File: src/raster_pkg.sv
`default_nettype none

package raster_pkg;

    // Signed fixed point, RADIX fraction bits below the integer part
    localparam int SIGFIG = 24;
    localparam int RADIX = 10;

    // Triangle geometry
    localparam int VERTS = 3;
    localparam int AXIS = 3;
    localparam int COLORS = 3;

    // Code 1000 shifted by this lands on exactly one pixel
    localparam int STEP_SHIFT = RADIX - 3;

    typedef logic signed [SIGFIG-1:0] fixed_t;
    typedef logic [SIGFIG-1:0] ucolor_t;

    // One vertex, x in the top bits
    typedef struct packed {
        fixed_t x;
        fixed_t y;
        fixed_t z;
    } vertex_t;

    typedef vertex_t [VERTS-1:0] triangle_t;
    typedef ucolor_t [COLORS-1:0] color_t;

    // Sample location or box corner
    typedef struct packed {
        fixed_t x;
        fixed_t y;
    } point_t;

    // Lower-left and upper-right corners
    typedef struct packed {
        point_t ll;
        point_t ur;
    } box_t;

    // One-hot MSAA sub-sample width
    typedef logic [3:0] subsample_t;

    localparam subsample_t SS_1X = 4'b1000;
    localparam subsample_t SS_4X = 4'b0100;
    localparam subsample_t SS_16X = 4'b0010;
    localparam subsample_t SS_64X = 4'b0001;

    typedef enum logic {
        WAIT_STATE,
        TEST_STATE
    } iter_state_t;

endpackage

`default_nettype wire
File: src/iterator_ctrl.sv
`timescale 1ns/1ps
`default_nettype none

module iterator_ctrl
    import raster_pkg::*;
(
    input  logic      clk,
    input  logic      rst,
    input  logic      valid_in,
    input  triangle_t tri_in,
    input  color_t    color_in,
    input  logic      at_end,
    output logic      start,
    output logic      advance,
    output triangle_t tri_out,
    output color_t    color_out,
    output logic      valid_out,
    output logic      halt_n
);

    iter_state_t state;
    iter_state_t next_state;

    // Accept pulse, inputs only matter while waiting
    assign start = (state == WAIT_STATE) && valid_in;

    // Keep stepping until the end-of-box sample is out
    assign advance = (state == TEST_STATE) && !at_end;

    always_comb begin
        next_state = state;
        case (state)
            WAIT_STATE: begin
                if (valid_in) begin
                    next_state = TEST_STATE;
                end
            end
            TEST_STATE: begin
                // Last sample of the box leaves this cycle
                if (at_end) begin
                    next_state = WAIT_STATE;
                end
            end
            default: next_state = WAIT_STATE;
        endcase
    end

    // State and its outputs move together
    always_ff @(posedge clk or posedge rst) begin
        if (rst) begin
            state <= WAIT_STATE;
            valid_out <= 1'b0;
            // Upstream free to move out of reset
            halt_n <= 1'b1;
        end else begin
            state <= next_state;
            valid_out <= (next_state == TEST_STATE);
            halt_n <= (next_state != TEST_STATE);
        end
    end

    // Triangle and color held for the whole walk
    always_ff @(posedge clk) begin
        if (start) begin
            tri_out <= tri_in;
            color_out <= color_in;
        end
    end

    // Wait to test on a valid triangle
    a_wait_to_test: assert property (
        @(posedge clk) disable iff (rst)
        (state == WAIT_STATE) && valid_in |=> (state == TEST_STATE)
    );

    // Test to wait after the end-of-box sample
    a_test_to_wait: assert property (
        @(posedge clk) disable iff (rst)
        (state == TEST_STATE) && at_end |=> (state == WAIT_STATE)
    );

    // Idle input keeps us waiting
    a_wait_hold: assert property (
        @(posedge clk) disable iff (rst)
        (state == WAIT_STATE) && !valid_in |=> (state == WAIT_STATE)
    );

    // Mid-box keeps us testing
    a_test_hold: assert property (
        @(posedge clk) disable iff (rst)
        (state == TEST_STATE) && !at_end |=> (state == TEST_STATE)
    );

    // Upstream is halted exactly while samples are valid
    a_halt_vs_valid: assert property (
        @(posedge clk) disable iff (rst)
        valid_out == !halt_n
    );

endmodule

`default_nettype wire

File: config.mk
export PLATFORM = sky130hd
export DESIGN_NAME = iterator_ctrl
export DESIGN_NICKNAME = d
export VERILOG_FILES = /design/src/raster_pkg.sv /design/src/iterator_ctrl.sv
export SDC_FILE = /design/constraint.sdc
export NUM_CORES = 1
export LEC_CHECK = 0
export BUFFER_PORTS_ARGS = -buffer_cell sky130_fd_sc_hd__buf_4
export CORE_AREA = 2 2 227 229
export CTS_BUF_LIST = sky130_fd_sc_hd__clkbuf_4
export DETAILED_ROUTE_END_ITERATION = 6
export DIE_AREA = 0 0 229 231
export SYNTH_ARGS = -nofsm -noshare
export SYNTH_HDL_FRONTEND = slang
export SYNTH_SLANG_ARGS = --single-unit
export TNS_END_PERCENT = 50
File: constraint.sdc
create_clock -name clk -period 20.9 [get_ports clk]
set_input_delay 2.09 -clock clk [delete_from_list [all_inputs] [get_ports clk]]
set_output_delay 2.09 -clock clk [all_outputs]
set_load 0.01 [all_outputs]
==> out/qor_table.md <==
| Group | Item | Value |
|:---|:---|:---|
| cts | H-tree depth | 3 |
| yosys | Cell type with the highest aggregate area in the netlist | sky130_fd_sc_hd__edfxtp_1 |
| route | Remaining routing DRC violations | 0 |
| yosys | Count leader, synth | sky130_fd_sc_hd__edfxtp_1 |
| global route | Global-route wire length before repair | 37200 um |
| sta | Finish-stage setup viols | 0 |
| cts | Postcts setup bufs | 0 |
| yosys | Number of register bits inferred by synthesis | 290 |
| floorplanning | Number of placement rows | 83 |
| yosys | Post-synth top area share | 0.991 |
| sta | Measured slew at the worst slew-check pin | 0.937 ns |
| floorplanning | Effective utilization at floorplan | 0.172 |
| yosys | Number of enable flip-flop cells after synthesis | 288 |
| yosys | Synth Warn # | 0 |
| cts | Clock sink count | 290 |
| setup path | CP Data Required Time | 18.81 ns |
| setup path | Delay contributed by the slowest stage of the critical path | 0.22 ns |
| route | DRC violation total after the first TritonRoute iteration | 145 |
| route | Drt wl/cell | 15.9 um |
| cts | Post-CTS Hold Fix Bufs | 0 |
| route | Total wirelength of the detailed-routed design | 27000 um |
| setup path | Crit path capture | start |
| yosys | Post-synthesis instance total | 295 |
| setup path | Critical Path Most Common Cell | sky130_fd_sc_hd__buf_4 |
| global route | Largest net degree at the start of global routing | 73 |
| job | Max-Cap Viols | 0 |
| sta | Top achievable clock speed | 216 MHz |
| global route | Vias in the first global route | 6112 |
| place | Post-detailed-placement cell area | 14000 um2 |
| global route | Overall routing resource usage | 0.0975 |
| floorplanning | Die Height | 231 um |
| final layout | Final std cell area, no fill | 15000 um2 |
| sta | Share of the clock period used by the worst path after layout | 0.222 |
| setup path | Reg2reg setup slack | 17.72 ns |
| global route | Overflow left after global routing | 0 |
| setup path | Launching element type of the critical path | input pin |
| yosys | Avg Cell Area, Syn | 29.6 um2 |
| cts | CTS root buf | sky130_fd_sc_hd__clkbuf_4 |
| sta | Minimum clock period | 4.63 ns |
| final layout | Share of post-route cells with drive strength above 1 | 0.699 |
| sta | Layout Skew | 0.0188 ns |
| global route | Number of antenna violations at the first check in global routing | 7 |
| route | Vias | 5732 |
| yosys | Count of different cell masters after synthesis | 8 |
| route | Final ANT Viol Nets | 0 |
| setup path | Critical path peak fanout | 2 |
| place | Gp weighted congestion | 0.804 |
| setup path | Slowest library cell on the worst path | sky130_fd_sc_hd__nor2b_4 |
| sta | Final hold violation count | 0 |
| floorplanning | Width of the die | 229 um |
| yosys | Dominant register cell in the synthesized netlist | sky130_fd_sc_hd__edfxtp_1 |
| setup path | Crit. End Element | primary output |
| final layout | Synthesis-to-layout area growth | 71.8% |
| setup path | Critical Path Start | valid_in |
| yosys | Sequential area share after synthesis | 0.997 |
| sta | Total Negative Setup Slacks | 0 ns |
| pwr | Pwr dens | 90.3 nW/um2 |
| cts | Total clock buffers created by CTS | 79 |
| place | Port-buffer cells | 583 |
| cts | Clock transition at the registers of the reported paths | 0.06 ns |
| cts | Skew-Pair Late Insertion Delay | 0.75 ns |
| yosys | Netlist area before placement | 8730 um2 |
| place | HPWL Detailed | 20400 um |
| setup path | Worst reg2reg startpoint | state$_DFF_PP0_ |
| yosys | Top post-synthesis cells by area | sky130_fd_sc_hd__edfxtp_1, sky130_fd_sc_hd__dfstp_2, sky130_fd_sc_hd__dfrtp_1 |
| pwr | Worst ir drop on vdd | 0.0454 mV |
| final layout | Net total in the final layout | 1256 |
| worst hold path | Type of the worst min-delay path | flip-flop to flip-flop |
| setup path | Logic depth of the worst register-to-register path | 4 |
| route | Number of detailed-routing iterations run before antenna repair | 4 |
| setup path | Kind of critical path | input pin to primary output |
| cts | Post_cts resized | 0 |
| status | Result of the run | finished clean |
| pwr | P_leak | 6.18 nW |
| sta | Slew HR | 0.376 |
| sta | Pins over their slew limit | 0 |
| final layout | # fillers | 5115 |
| setup path | Arrival time reported for the critical path endpoint | 2.54 ns |
| cts | CTS tree | done |
| setup path | Endpoint of the lowest-slack register-to-register path | tri_out[80]$_DFFE_PP_ |
| setup path | Chain of cells forming the critical path | buf_4 -> nor2b_4 -> buf_4 |
| floorplanning | Top-Level Pins | 584 |
| floorplanning | Placeable core region | 50700 um2 |
| cts | Number of buffers between clock root and the deepest sink | 3 |
| yosys | Synthesized net count | 587 |
| route | Vias per Instance | 3.36 |
| sta | Unrepaired setup endpoints after global routing | no |
| floorplanning | DIE AREA | 52900 um2 |
| worst hold path | Hold Crit Start | state$_DFF_PP0_ |
| yosys | Fraction of registers with async set or reset after synthesis | 0.00690 |
## area by class of cell
type | instances | area [um2] | area share
antenna | 3 | 7.51 | 0.000501
clock buffer | 117 | 878 | 0.0586
clock inverter | 21 | 108 | 0.00718
inverter | 1 | 3.75 | 0.000250
multi-input combinational | 4 | 32.5 | 0.00217
sequential | 290 | 8700 | 0.580
tap | 680 | 851 | 0.0567
timing repair buffer | 588 | 4410 | 0.294
## power breakdown
group,switching [mW],total (mW),internal [mW]
logic,0.0684,0.148,0.0797
clock network,0.232,0.499,0.267
registers,0.0128,0.706,0.693
## cell families (layout without fill, tap and decap cells)
kind of cell | after synthesis | count (layout) | synth area share
buffers and inverters | 1 | 727 | 0.000430
flip-flops | 290 | 290 | 0.997
other | 0 | 3 | 0
AND/OR/NAND/NOR | 4 | 4 | 0.00287
## through the flow
stage               utilization  total power, mW  hold WS (ns)  worst slack [ns]  std cells
floorplan                     -            0.777         0.691              4.16        295
global placement          0.276            0.867         0.714             16.01       1563
detailed placement        0.276            0.870         0.685             15.91       1563
CTS                       0.296             1.38         0.726             16.25       1701
global route              0.296             1.42         0.788             16.26       1703
finish                    0.296             1.35         0.702             16.27       1704
## worst max-delay path, delay by kind of cell
family	cells	cell delay, ns
buf+inv	2	0.24
simple gates	1	0.22
## routing by layer
| layer | part of all wire | track usage | vias to the layer above | wire (um) |
|---|---|---|---|---|
| li1 | - | - | 2593 | - |
| met1 | 0.34 | 0.0986 | 2661 | 9190 |
| met2 | 0.50 | 0.159 | 416 | 13400 |
| met3 | 0.13 | 0.0510 | 56 | 3530 |
| met4 | 0.031 | 0.0607 | 6 | 837 |
| met5 | 0.0013 | 0 | - | 36 |
## how the worst min path moves through the flow
stage,to,depth (start not counted),slack [ns]
2_1_floorplan,halt_n$_DFF_PP1_,2,0.69
3_3_place_gp,halt_n$_DFF_PP1_,2,0.71
3_5_place_dp,halt_n$_DFF_PP1_,2,0.69
4_1_cts,halt_n$_DFF_PP1_,2,0.73
5_1_grt,halt_n$_DFF_PP1_,2,0.79
6_report,halt_n$_DFF_PP1_,2,0.70
## flip-flops by register name (all words and copies together), names as in the netlist
name / cells
halt_n: 1
state: 1
color_out: 72
tri_out: 216
## placed cells by master, fill, tap and decap left out, drive strengths merged
cell / Yosys / layout
buf: 0 / 588
edfxtp: 288 / 288
clkbuf: 0 / 117
clkinv: 0 / 17
inv: 1 / 4
diode: 0 / 3
nor2b: 2 / 2
or2: 1 / 1
nor2: 1 / 1
bufinv: 0 / 1
dfstp: 1 / 1
dfrtp: 1 / 1
Note: power is estimated with default switching activity, not from simulation.
